**src/include/cpc_loader_cfg.svh**
```systemverilog
////////////////////////////////////////
// Download loader constants
////////////////////////////////////////

`ifndef CPC_LOADER_CFG_SVH
`define CPC_LOADER_CFG_SVH

// Bus widths
`define CPC_MEM_ADDR_W       23
`define CPC_HOST_ADDR_W      25

// Memory slot timing, in clk_sys cycles
`define CPC_SLOT_DIV         8

// Host file indices
`define CPC_TAPE_INDEX       8'd4
`define CPC_ROM_INDEX_LIMIT  5'd4

// Tape image lives in its own bank
`define CPC_TAPE_BANK        2'd2

// 16 KB page numbers, bit 8 selects the upper-ROM half
`define CPC_PAGE_OS          9'h000
`define CPC_PAGE_BASIC       9'h100
`define CPC_PAGE_AMSDOS      9'h107
`define CPC_PAGE_MF2         9'h0FF
`define CPC_PAGE_BAD_EXT     9'h1EE
`define CPC_PAGE_COMBO_NEXT  9'h1FF

`endif
```
**src/hw/cpc_loader_pkg.sv**
```systemverilog
////////////////////////////////////////
// Loader shared types
////////////////////////////////////////

`default_nettype none

`include "cpc_loader_cfg.svh"

package cpc_loader_pkg;

	// Raw byte from the host or to memory
	typedef logic [7:0] byte_t;

	// Byte address on the shared memory port
	typedef logic [`CPC_MEM_ADDR_W-1:0] mem_addr_t;

	// Byte offset inside the downloaded file
	typedef logic [`CPC_HOST_ADDR_W-1:0] host_addr_t;

	// Memory bank select
	typedef logic [1:0] bank_t;

	// 16 KB page, top bit marks the upper-ROM area
	typedef logic [8:0] rom_page_t;

	// One presence flag per upper-ROM slot
	typedef logic [255:0] rom_map_t;

endpackage

`default_nettype wire

```
**src/hw/cpc_loader_top.sv**
```systemverilog
////////////////////////////////////////
// Download loader top
////////////////////////////////////////

`timescale 1ns/1ns
`default_nettype none

module cpc_loader_top import cpc_loader_pkg::*; (
	input  wire        clk_sys,
	input  wire        reset,
	// Host download port
	input  wire        ioctl_download,
	input  wire        ioctl_wr,
	input  host_addr_t ioctl_addr,
	input  byte_t      ioctl_dout,
	input  byte_t      ioctl_index,
	input  wire [15:0] ioctl_file_ext,
	output wire        ioctl_wait,
	// Tape player side
	input  wire        tape_data_ack,
	input  wire        tape_rewind,
	output mem_addr_t  tape_last_addr,
	output mem_addr_t  tape_play_addr,
	output wire        tape_ready,
	// Shared memory write port
	output wire        mem_we,
	output mem_addr_t  mem_addr,
	output byte_t      mem_din,
	output bank_t      mem_bank,
	output rom_map_t   rom_map
);

	wire       rom_req;
	wire       rom_grant;
	mem_addr_t rom_addr;
	byte_t     rom_data;
	bank_t     rom_bank;

	wire       tape_req;
	wire       tape_grant;
	mem_addr_t tape_addr;
	byte_t     tape_data;

	rom_loader rom_loader_i (
		.clk_sys        (clk_sys),
		.reset          (reset),
		.ioctl_download (ioctl_download),
		.ioctl_wr       (ioctl_wr),
		.ioctl_addr     (ioctl_addr),
		.ioctl_dout     (ioctl_dout),
		.ioctl_index    (ioctl_index),
		.ioctl_file_ext (ioctl_file_ext),
		.rom_grant      (rom_grant),
		.rom_req        (rom_req),
		.rom_addr       (rom_addr),
		.rom_data       (rom_data),
		.rom_bank       (rom_bank),
		.ioctl_wait     (ioctl_wait),
		.rom_map        (rom_map)
	);

	tape_buffer tape_buffer_i (
		.clk_sys        (clk_sys),
		.reset          (reset),
		.ioctl_download (ioctl_download),
		.ioctl_wr       (ioctl_wr),
		.ioctl_addr     (ioctl_addr),
		.ioctl_dout     (ioctl_dout),
		.ioctl_index    (ioctl_index),
		.tape_grant     (tape_grant),
		.tape_rewind    (tape_rewind),
		.tape_data_ack  (tape_data_ack),
		.tape_req       (tape_req),
		.tape_addr      (tape_addr),
		.tape_data      (tape_data),
		.tape_last_addr (tape_last_addr),
		.tape_play_addr (tape_play_addr),
		.tape_ready     (tape_ready)
	);

	mem_write_sched mem_write_sched_i (
		.clk_sys    (clk_sys),
		.reset      (reset),
		.rom_req    (rom_req),
		.rom_addr   (rom_addr),
		.rom_data   (rom_data),
		.rom_bank   (rom_bank),
		.tape_req   (tape_req),
		.tape_addr  (tape_addr),
		.tape_data  (tape_data),
		.rom_grant  (rom_grant),
		.tape_grant (tape_grant),
		.mem_we     (mem_we),
		.mem_addr   (mem_addr),
		.mem_din    (mem_din),
		.mem_bank   (mem_bank)
	);

endmodule

`default_nettype wire

```
**src/hw/mem_write_sched.sv**
```systemverilog
////////////////////////////////////////
// Memory write slot arbiter
////////////////////////////////////////

`timescale 1ns/1ns
`default_nettype none

`include "cpc_loader_cfg.svh"

module mem_write_sched import cpc_loader_pkg::*; (
	input  wire       clk_sys,
	input  wire       reset,
	input  wire       rom_req,
	input  mem_addr_t rom_addr,
	input  byte_t     rom_data,
	input  bank_t     rom_bank,
	input  wire       tape_req,
	input  mem_addr_t tape_addr,
	input  byte_t     tape_data,
	output logic      rom_grant,
	output logic      tape_grant,
	output logic      mem_we,
	output mem_addr_t mem_addr,
	output byte_t     mem_din,
	output bank_t     mem_bank
);

	localparam int SLOT_DIV = `CPC_SLOT_DIV;
	localparam int SLOT_W   = $clog2(SLOT_DIV);

	logic [SLOT_W-1:0] slot_cnt;
	logic              slot_ce;
	logic              pick_rom;
	logic              pick_tape;

	////////////////////////////////////////
	// Slot clock enable
	////////////////////////////////////////

	assign slot_ce = (slot_cnt == SLOT_W'(SLOT_DIV - 1));

	always_ff @(posedge clk_sys) begin
		if (reset) begin
			slot_cnt <= '0;
		end else if (slot_ce) begin
			slot_cnt <= '0;
		end else begin
			slot_cnt <= slot_cnt + 1'b1;
		end
	end

	// ROM loader always wins the slot
	assign pick_rom  = slot_ce & rom_req;
	assign pick_tape = slot_ce & tape_req & ~rom_req;

	always_ff @(posedge clk_sys) begin
		if (reset) begin
			mem_we     <= 1'b0;
			rom_grant  <= 1'b0;
			tape_grant <= 1'b0;
		end else begin
			mem_we     <= pick_rom | pick_tape;
			rom_grant  <= pick_rom;
			tape_grant <= pick_tape;
		end
	end

	// Write payload for the winner
	always_ff @(posedge clk_sys) begin
		if (pick_rom) begin
			mem_addr <= rom_addr;
			mem_din  <= rom_data;
			mem_bank <= rom_bank;
		end else if (pick_tape) begin
			mem_addr <= tape_addr;
			mem_din  <= tape_data;
			mem_bank <= `CPC_TAPE_BANK;
		end
	end

endmodule

`default_nettype wire

```
**src/hw/tape_buffer.sv**
```systemverilog
////////////////////////////////////////
// Tape image buffer
////////////////////////////////////////

`timescale 1ns/1ns
`default_nettype none

`include "cpc_loader_cfg.svh"

module tape_buffer import cpc_loader_pkg::*; (
	input  wire       clk_sys,
	input  wire       reset,
	input  wire       ioctl_download,
	input  wire       ioctl_wr,
	input  host_addr_t ioctl_addr,
	input  byte_t     ioctl_dout,
	input  byte_t     ioctl_index,
	input  wire       tape_grant,
	input  wire       tape_rewind,
	input  wire       tape_data_ack,
	output logic      tape_req,
	output mem_addr_t tape_addr,
	output byte_t     tape_data,
	output mem_addr_t tape_last_addr,
	output mem_addr_t tape_play_addr,
	output logic      tape_ready
);

	logic tape_dl;
	logic tape_byte;
	logic ack_prev;
	logic ack_toggle;

	assign tape_dl    = ioctl_download && (ioctl_index == `CPC_TAPE_INDEX);
	assign tape_byte  = tape_dl & ioctl_wr;
	assign ack_toggle = ack_prev ^ tape_data_ack;

	// Pending write, cleared by the scheduler
	always_ff @(posedge clk_sys) begin
		if (reset) begin
			tape_req <= 1'b0;
		end else begin
			if (tape_grant)
				tape_req <= 1'b0;
			if (tape_byte)
				tape_req <= 1'b1;
		end
	end

	always_ff @(posedge clk_sys) begin
		if (tape_byte) begin
			tape_addr <= ioctl_addr[`CPC_MEM_ADDR_W-1:0];
			tape_data <= ioctl_dout;
		end
	end

	////////////////////////////////////////
	// Record and play pointers
	////////////////////////////////////////

	always_ff @(posedge clk_sys) begin
		if (reset || tape_rewind) begin
			ack_prev       <= tape_data_ack;
			tape_last_addr <= '0;
			tape_play_addr <= '0;
		end else begin
			ack_prev <= tape_data_ack;
			if (tape_byte)
				tape_last_addr <= ioctl_addr[`CPC_MEM_ADDR_W-1:0];
			// Player restarts from the top on a new image
			if (tape_dl)
				tape_play_addr <= '0;
			else if (ack_toggle && (tape_play_addr < tape_last_addr))
				tape_play_addr <= tape_play_addr + 1'b1;
		end
	end

	assign tape_ready = (|tape_last_addr) && (tape_play_addr <= tape_last_addr);

endmodule

`default_nettype wire

```
**src/hw/rom_loader.sv**
```systemverilog
////////////////////////////////////////
// ROM download decoder
////////////////////////////////////////

`timescale 1ns/1ns
`default_nettype none

`include "cpc_loader_cfg.svh"

module rom_loader import cpc_loader_pkg::*; (
	input  wire        clk_sys,
	input  wire        reset,
	input  wire        ioctl_download,
	input  wire        ioctl_wr,
	input  host_addr_t ioctl_addr,
	input  byte_t      ioctl_dout,
	input  byte_t      ioctl_index,
	input  wire [15:0] ioctl_file_ext,
	input  wire        rom_grant,
	output logic       rom_req,
	output mem_addr_t  rom_addr,
	output byte_t      rom_data,
	output bank_t      rom_bank,
	output logic       ioctl_wait,
	output rom_map_t   rom_map
);

	logic       pending;
	logic       dl_prev;
	rom_page_t  page;
	logic       combo;

	logic       rom_dl;
	logic       expansion;
	logic       dl_start;
	logic       dual_bank;
	logic       reissue;
	logic       byte_ok;

	logic [4:0] ext_hi;
	logic [4:0] ext_lo;
	rom_page_t  ext_page;
	logic       ext_combo;

	logic [10:0] chunk;
	rom_page_t   main_page;
	bank_t       main_bank;
	logic        main_valid;
	rom_page_t   exp_page;

	// Returns {valid, value} for one ASCII hex digit, upper case only
	function automatic logic [4:0] hex_nibble(input byte_t c);
		logic [4:0] r;
		r = 5'd0;
		if (c >= "0" && c <= "9")
			r = {1'b1, c[3:0]};
		else if (c >= "A" && c <= "F")
			r = {1'b1, c[3:0] + 4'd9};
		return r;
	endfunction

	assign rom_dl    = ioctl_download && (ioctl_index[4:0] < `CPC_ROM_INDEX_LIMIT);
	assign expansion = |ioctl_index;
	assign dl_start  = ~dl_prev & ioctl_download & rom_dl & expansion;

	// Manually loaded expansions go to both banks
	assign dual_bank = (ioctl_index[7:6] == 2'b01) || (|ioctl_index[5:0]);
	assign reissue   = dual_bank && (rom_bank == 2'd0);

	////////////////////////////////////////
	// Extension to base page
	////////////////////////////////////////

	always_comb begin
		ext_hi    = hex_nibble(ioctl_file_ext[15:8]);
		ext_lo    = hex_nibble(ioctl_file_ext[7:0]);
		ext_page  = `CPC_PAGE_BAD_EXT;
		ext_combo = 1'b0;
		if (ext_hi[4])
			ext_page[7:4] = ext_hi[3:0];
		if (ext_lo[4])
			ext_page[3:0] = ext_lo[3:0];
		if (ioctl_file_ext == "ZZ")
			ext_page = 9'h000;
		// Combo image, lower ROM followed by page 0x1FF
		if (ioctl_file_ext == "Z0") begin
			ext_page  = 9'h000;
			ext_combo = 1'b1;
		end
	end

	////////////////////////////////////////
	// Main ROM chunk map
	////////////////////////////////////////

	assign chunk = ioctl_addr[24:14];

	always_comb begin
		main_page  = `CPC_PAGE_OS;
		main_bank  = 2'd0;
		main_valid = 1'b1;
		case (chunk)
			11'd0, 11'd4: main_page = `CPC_PAGE_OS;
			11'd1, 11'd5: main_page = `CPC_PAGE_BASIC;
			11'd2, 11'd6: main_page = `CPC_PAGE_AMSDOS;
			11'd3, 11'd7: main_page = `CPC_PAGE_MF2;
			default:      main_valid = 1'b0;
		endcase
		// Upper half of the file is the 664 set
		if (chunk[2])
			main_bank = 2'd1;
	end

	// Expansion page advances with the chunk number
	assign exp_page = {page[8], page[7:0] + ioctl_addr[21:14]};

	assign byte_ok = rom_dl & ioctl_wr & (expansion | main_valid);

	////////////////////////////////////////
	// Request control and ROM map
	////////////////////////////////////////

	always_ff @(posedge clk_sys) begin
		if (reset) begin
			pending <= 1'b0;
			dl_prev <= 1'b0;
			page    <= 9'h000;
			combo   <= 1'b0;
			rom_map <= '0;
		end else begin
			dl_prev <= ioctl_download;
			if (dl_start) begin
				page  <= ext_page;
				combo <= ext_combo;
			end
			if (rom_grant && !reissue) begin
				pending <= 1'b0;
				if (rom_addr[22])
					rom_map[rom_addr[21:14]] <= 1'b1;
				// Last byte of the combo's first chunk
				if (combo && (&rom_addr[13:0])) begin
					combo <= 1'b0;
					page  <= `CPC_PAGE_COMBO_NEXT;
				end
			end
			if (byte_ok)
				pending <= 1'b1;
		end
	end

	// Write payload, bank flips for the second copy
	always_ff @(posedge clk_sys) begin
		if (byte_ok) begin
			rom_data <= ioctl_dout;
			if (expansion) begin
				rom_addr <= {exp_page, ioctl_addr[13:0]};
				rom_bank <= {1'b0, &ioctl_index[7:6]};
			end else begin
				rom_addr <= {main_page, ioctl_addr[13:0]};
				rom_bank <= main_bank;
			end
		end else if (rom_grant && reissue) begin
			rom_bank <= 2'd1;
		end
	end

	assign rom_req    = pending;
	assign ioctl_wait = pending;

endmodule

`default_nettype wire

```
**config.mk**
```make
export PLATFORM = sky130hd
export DESIGN_NAME = cpc_loader_top
export DESIGN_NICKNAME = d
export VERILOG_FILES = /design/src/hw/cpc_loader_pkg.sv /design/src/hw/cpc_loader_top.sv /design/src/hw/mem_write_sched.sv /design/src/hw/tape_buffer.sv /design/src/hw/rom_loader.sv
export VERILOG_INCLUDE_DIRS = /design/src /design/src/include
export SDC_FILE = /design/constraint.sdc
export NUM_CORES = 1
export LEC_CHECK = 0
export BUFFER_PORTS_ARGS = -buffer_cell sky130_fd_sc_hd__buf_2
export CELL_PAD_IN_SITES_DETAIL_PLACEMENT = 1
export CELL_PAD_IN_SITES_GLOBAL_PLACEMENT = 1
export CORE_MARGIN = 2
export CORE_UTILIZATION = 43
export DETAILED_ROUTE_END_ITERATION = 10
export GPL_TIMING_DRIVEN = 0
export PLACE_DENSITY = 0.93
export SETUP_SLACK_MARGIN = 0.02
export SLEW_MARGIN = 20
export SYNTH_ARGS = -nofsm -noshare
export SYNTH_HDL_FRONTEND = slang
export SYNTH_SLANG_ARGS = --single-unit
```
**constraint.sdc**
```tcl
create_clock -name clk_sys -period 7.3 [get_ports clk_sys]
set_input_delay 0.73 -clock clk_sys [delete_from_list [all_inputs] [get_ports clk_sys]]
set_output_delay 0.73 -clock clk_sys [all_outputs]
set_load 0.02 [all_outputs]
```
==> results.md <==
Synthesis:
- The total nets after synthesis is roughly 1.7k.
- After synthesis the netlist holds a flip-flop and latch count of 418.
- The share of synthesized area in the top cell type comes to 0.418.
- The number of enable flip-flop cells after synthesis is 96.
- In the synthesized netlist, the cells that appear most often are dfxtp_1 (322), a21oi_1 (309), nor2_1 (295).
- The cell with the most instances after synthesis is dfxtp_1.
- By area the synthesized netlist is led by dfxtp_1 (42%), edfxtp_1 (19%), a21oi_1 (10%).
- For this run, the register share of the synthesized area comes to 0.606.
- dfxtp_1 takes more of the synthesized area than any other cell.
- After synthesis, the mean cell area works out to 9.88 sq um.
- The dominant register cell in the synthesized netlist is dfxtp_1.
- Counting flops with an async set or reset pin after synthesis yields a share of 0.
- The cell count after synthesis came out at 1559.
- The synthesized netlist occupies a cell area of ~0.015 sq mm.
- The Yosys step of the flow raised 0 warnings.
- Counting distinct cell types in the post-synthesis netlist gives 61.

Worst setup path:
- The critical path launch point type is a flop.
- In this run the critical register-to-register path is captured at tape_buffer_i.tape_play_addr[22]$_SDFFE_PP0P_.
- The startpoint of the most critical register-to-register path is tape_buffer_i.tape_last_addr[17]$_SDFFE_PP0P_.
- The worst setup path is captured at a primary output.
- The worst path required time is between 6 and 7 ns.
- Of all nets on the critical path, the largest fanout is 5.
- The number of cells on the worst reg-to-reg path is 8.
- The critical path class is reg2out.
- The arrival time of data at the critical path endpoint is 3.18 ns.
- Setup slack on the worst reg-to-reg path comes out at between 3 and 4 ns.

Power:
- The maximum ir drop on the vdd rail is 0.185 mV.
- The leakage power summed over all cells is 0.00826 uW.
- The ratio of total power to cell area is 242 mW/mm^2.
- The post-route total power is around 4700 uW.

Global route:
- In the global route stage, met3 resource usage came out at 0.0812.
- For this run the aggregate overflow at the end of global routing stands at 0.
- The met2 global-route usage is 0.555.
- The number of global-route vias before repair was 15.1k.
- The first global-routing pass estimated roughly 92000 microns of wire.
- The largest net degree at the start of global routing is 41.
- The busiest metal layer after global routing is met2.
- For met1 alone, demand over resource in global routing was 0.353.
- For this run, the total global-route usage over all layers was measured as 0.316.
- The number of antenna violations at the first check in global routing is 8.

Clocking:
- The maximum level of the CTS H-tree is 2.
- CTS placed an instance of clkbuf_16 at the clock tree root.
- The number of setup buffers added after CTS is 0.
- The number of buffers on the longest clock path is 3.
- The clock net sink count is 418.
- The worst-skew pair later-pin latency is 0.57 ns.
- The clock tree from TritonCTS is built.
- After clock tree synthesis, the clock-pin slew on the worst setup and hold paths is 0.06 ns.
- The number of hold-repair buffers added at the cts stage is 0.
- The number of buffers inserted during clock tree synthesis is 43.
- The quantity of gates resized following cts is 0.

Timing:
- The highest attainable clock frequency is 256 MHz.
- For the pin with the worst max-slew slack, the measured transition is roughly 0.95 ns.
- Setup violations remaining at the end of the flow were counted as 0.
- The final number of hold-violating endpoints was 0.
- Setup repair after global routing left no endpoint under its margin.
- The final period utilization is 0.535.
- The final count of pins violating max slew is 0.
- The minimum clock period after layout is 3.91 ns.
- The setup TNS is 0 ns.
- The final worst setup slack is between 3 and 4 ns.
- The worst pin sits at a relative slew slack of 0.364.
- Clock skew on the completed layout was measured at 0.0260 ns.

Placement:
- Input and output buffers added on the ports amount to 399.
- The worst slack after detailed placement is about 3.1 ns.
- The final HPWL from detailed placement is 42200 microns.
- The final RePlAce weighted congestion is between 0.8 and 0.9.
- Once placement finished, the instance area stood at between 0.015 and 0.02 sq mm.

Drt:
- For this run, the detailed router's first-pass iteration total came to 5.
- The detail-routed net length per standard cell is between 20 and 25 microns.
- For this block, the routed nets add up to 61200 microns of wire.
- In the routed layout, each cell is associated on average with a via count of 5.74.
- For this run, design rule violations remaining after detail routing come to 0.
- In this run, the number of DRC markers left after iteration 0 of detailed routing was a little under 900.
- In this run the remaining antenna-violating nets after routing total 0.
- The routed layout has 14.4k vias.

Hold path:
- The number of cells traversed by the worst hold path is 1.
- The worst hold path belongs to the class in2reg.
- The startpoint of the most critical hold path is tape_data_ack.
- For hold timing, the worst endpoint is tape_buffer_i.ack_prev$_DFF_P_.

Job:
- The number of max-cap violations is 0.

Outcome:
- The run finished with clean final reports.

Cells and area:
- Fill cells in the final layout number 4104.
- After routing the design area is 0.0194 sq mm.
- The count of nets after finishing is 2110.
- Of the cells placed in the final design, the portion with a size suffix greater than 1 is 0.262.
- From synthesis to final layout, the design area changed by 25.9%.

Floorplan:
- The floorplan has 69 rows.
- The area of the core is 0.0354 sq mm.
- The chip height is 193 microns.
- The initial core utilization is 0.435.
- The die covers around 0.037 sq mm.
- In this run the horizontal extent of the chip is about 190 microns.
- The number of ports placed on the die boundary is 401.
## where the power goes
| group | internal (uW) | switching, uW | total, uW |
|---|---|---|---|
| Combinational | 33.2 | 80.9 | 114 |
| Clock | 1260 | 943 | 2200 |
| Sequential | 2370 | 3.76 | 2370 |
| Total | 3660 | 1030 | 4690 |
## kinds of logic (layout without fill, tap and decap cells)
family	Yosys count	count (layout)	share of synthesized area
xor+xnor	9	9	0.00512
fa+ha+maj	43	43	0.0354
compound gates	385	385	0.134
other cells	0	4	0
buf+inv	132	611	0.0340
simple gates	537	537	0.161
mux	35	35	0.0253
flops	418	418	0.606
## area by class of cell
| type | instances | area, sq um | area share |
|---|---|---|---|
| buffer | 87 | 355 | 0.0183 |
| inverter | 45 | 169 | 0.00871 |
| sequential | 418 | 9330 | 0.481 |
| timing repair buffer | 400 | 2020 | 0.104 |
| tap | 461 | 577 | 0.0297 |
| antenna | 4 | 10.0 | 0.000516 |
| clock inverter | 12 | 120 | 0.00619 |
| clock buffer | 67 | 1260 | 0.0648 |
| multi-input combinational | 1009 | 5560 | 0.287 |
## per-layer routing
| layer | vias to the layer above | part of all wire |
|---|---|---|
| li1 | 6326 | - |
| met1 | 7115 | 0.37 |
| met2 | 720 | 0.49 |
| met3 | 200 | 0.084 |
| met4 | 6 | 0.055 |
| met5 | - | 0.00060 |
## cell usage in the layout, fill, tap and decap left out, types with 5 or more instances in the layout
cell type    n
buf_2      419
dfxtp_1    322
a21oi_1    309
nor2_1     295
edfxtp_1    96
nand2_1     88
clkbuf_1    81
inv_1       44
clkbuf_16   43
ha_1        42
mux2_2      31
o21ai_0     27
nor3_1      22
nand3_1     19
nand4_1     16
or3_1       14
a31oi_1     12
or4_1       11
nand2b_1    11
nor2b_1      9
clkbuf_8     9
nor3_2       8
o31ai_1      7
nor4_1       7
xor2_1       5
## worst max-delay path by stage
| stage | startpoint | end | slack, ns |
|---|---|---|---|
| CTS | tape_buffer_i.tape_last_addr[17]$_SDFFE_PP0P_ | tape_ready | 3.46 |
| global route | tape_buffer_i.tape_last_addr[17]$_SDFFE_PP0P_ | tape_ready | 3.27 |
| detailed placement | ioctl_index[1] | tape_buffer_i.tape_last_addr[20]$_SDFFE_PP0P_ | 3.12 |
| floorplan | ioctl_index[1] | tape_buffer_i.tape_addr[0]$_DFFE_PP_ | 4.16 |
| finish | tape_buffer_i.tape_last_addr[17]$_SDFFE_PP0P_ | tape_ready | 3.39 |
| global placement | ioctl_index[1] | tape_buffer_i.tape_data[7]$_DFFE_PP_ | 3.33 |
## critical path, cell delays in order (launching register included)
cell and delay [ns]:
dfxtp_1 0.50, inv_1 0.09, ha_1 0.36, a21oi_1 0.20, o221ai_1 0.15, o41ai_1 0.69, nand3b_1 0.22, a32oi_1 0.21
buf_2 0.20
## through the flow
step	instances	hold slack (ns)	utilization
after floorplan	1559	0.408	-
after global placement	2419	0.416	0.508
after detailed placement	2420	0.448	0.509
after CTS	2499	0.280	0.547
after global routing	2501	0.284	0.548
final	2503	0.311	0.548
## sequential cells by signal, summed over array words and instances (netlist names), 9 cells and up
signal,cells
mem_write_sched_i.mem_addr,23
rom_loader_i.page,9
tape_buffer_i.tape_addr,23
tape_buffer_i.tape_play_addr,23
tape_buffer_i.tape_last_addr,23
rom_loader_i.rom_addr,23
rom_loader_i.rom_map,256
Note: power is estimated with default switching activity, not from simulation.
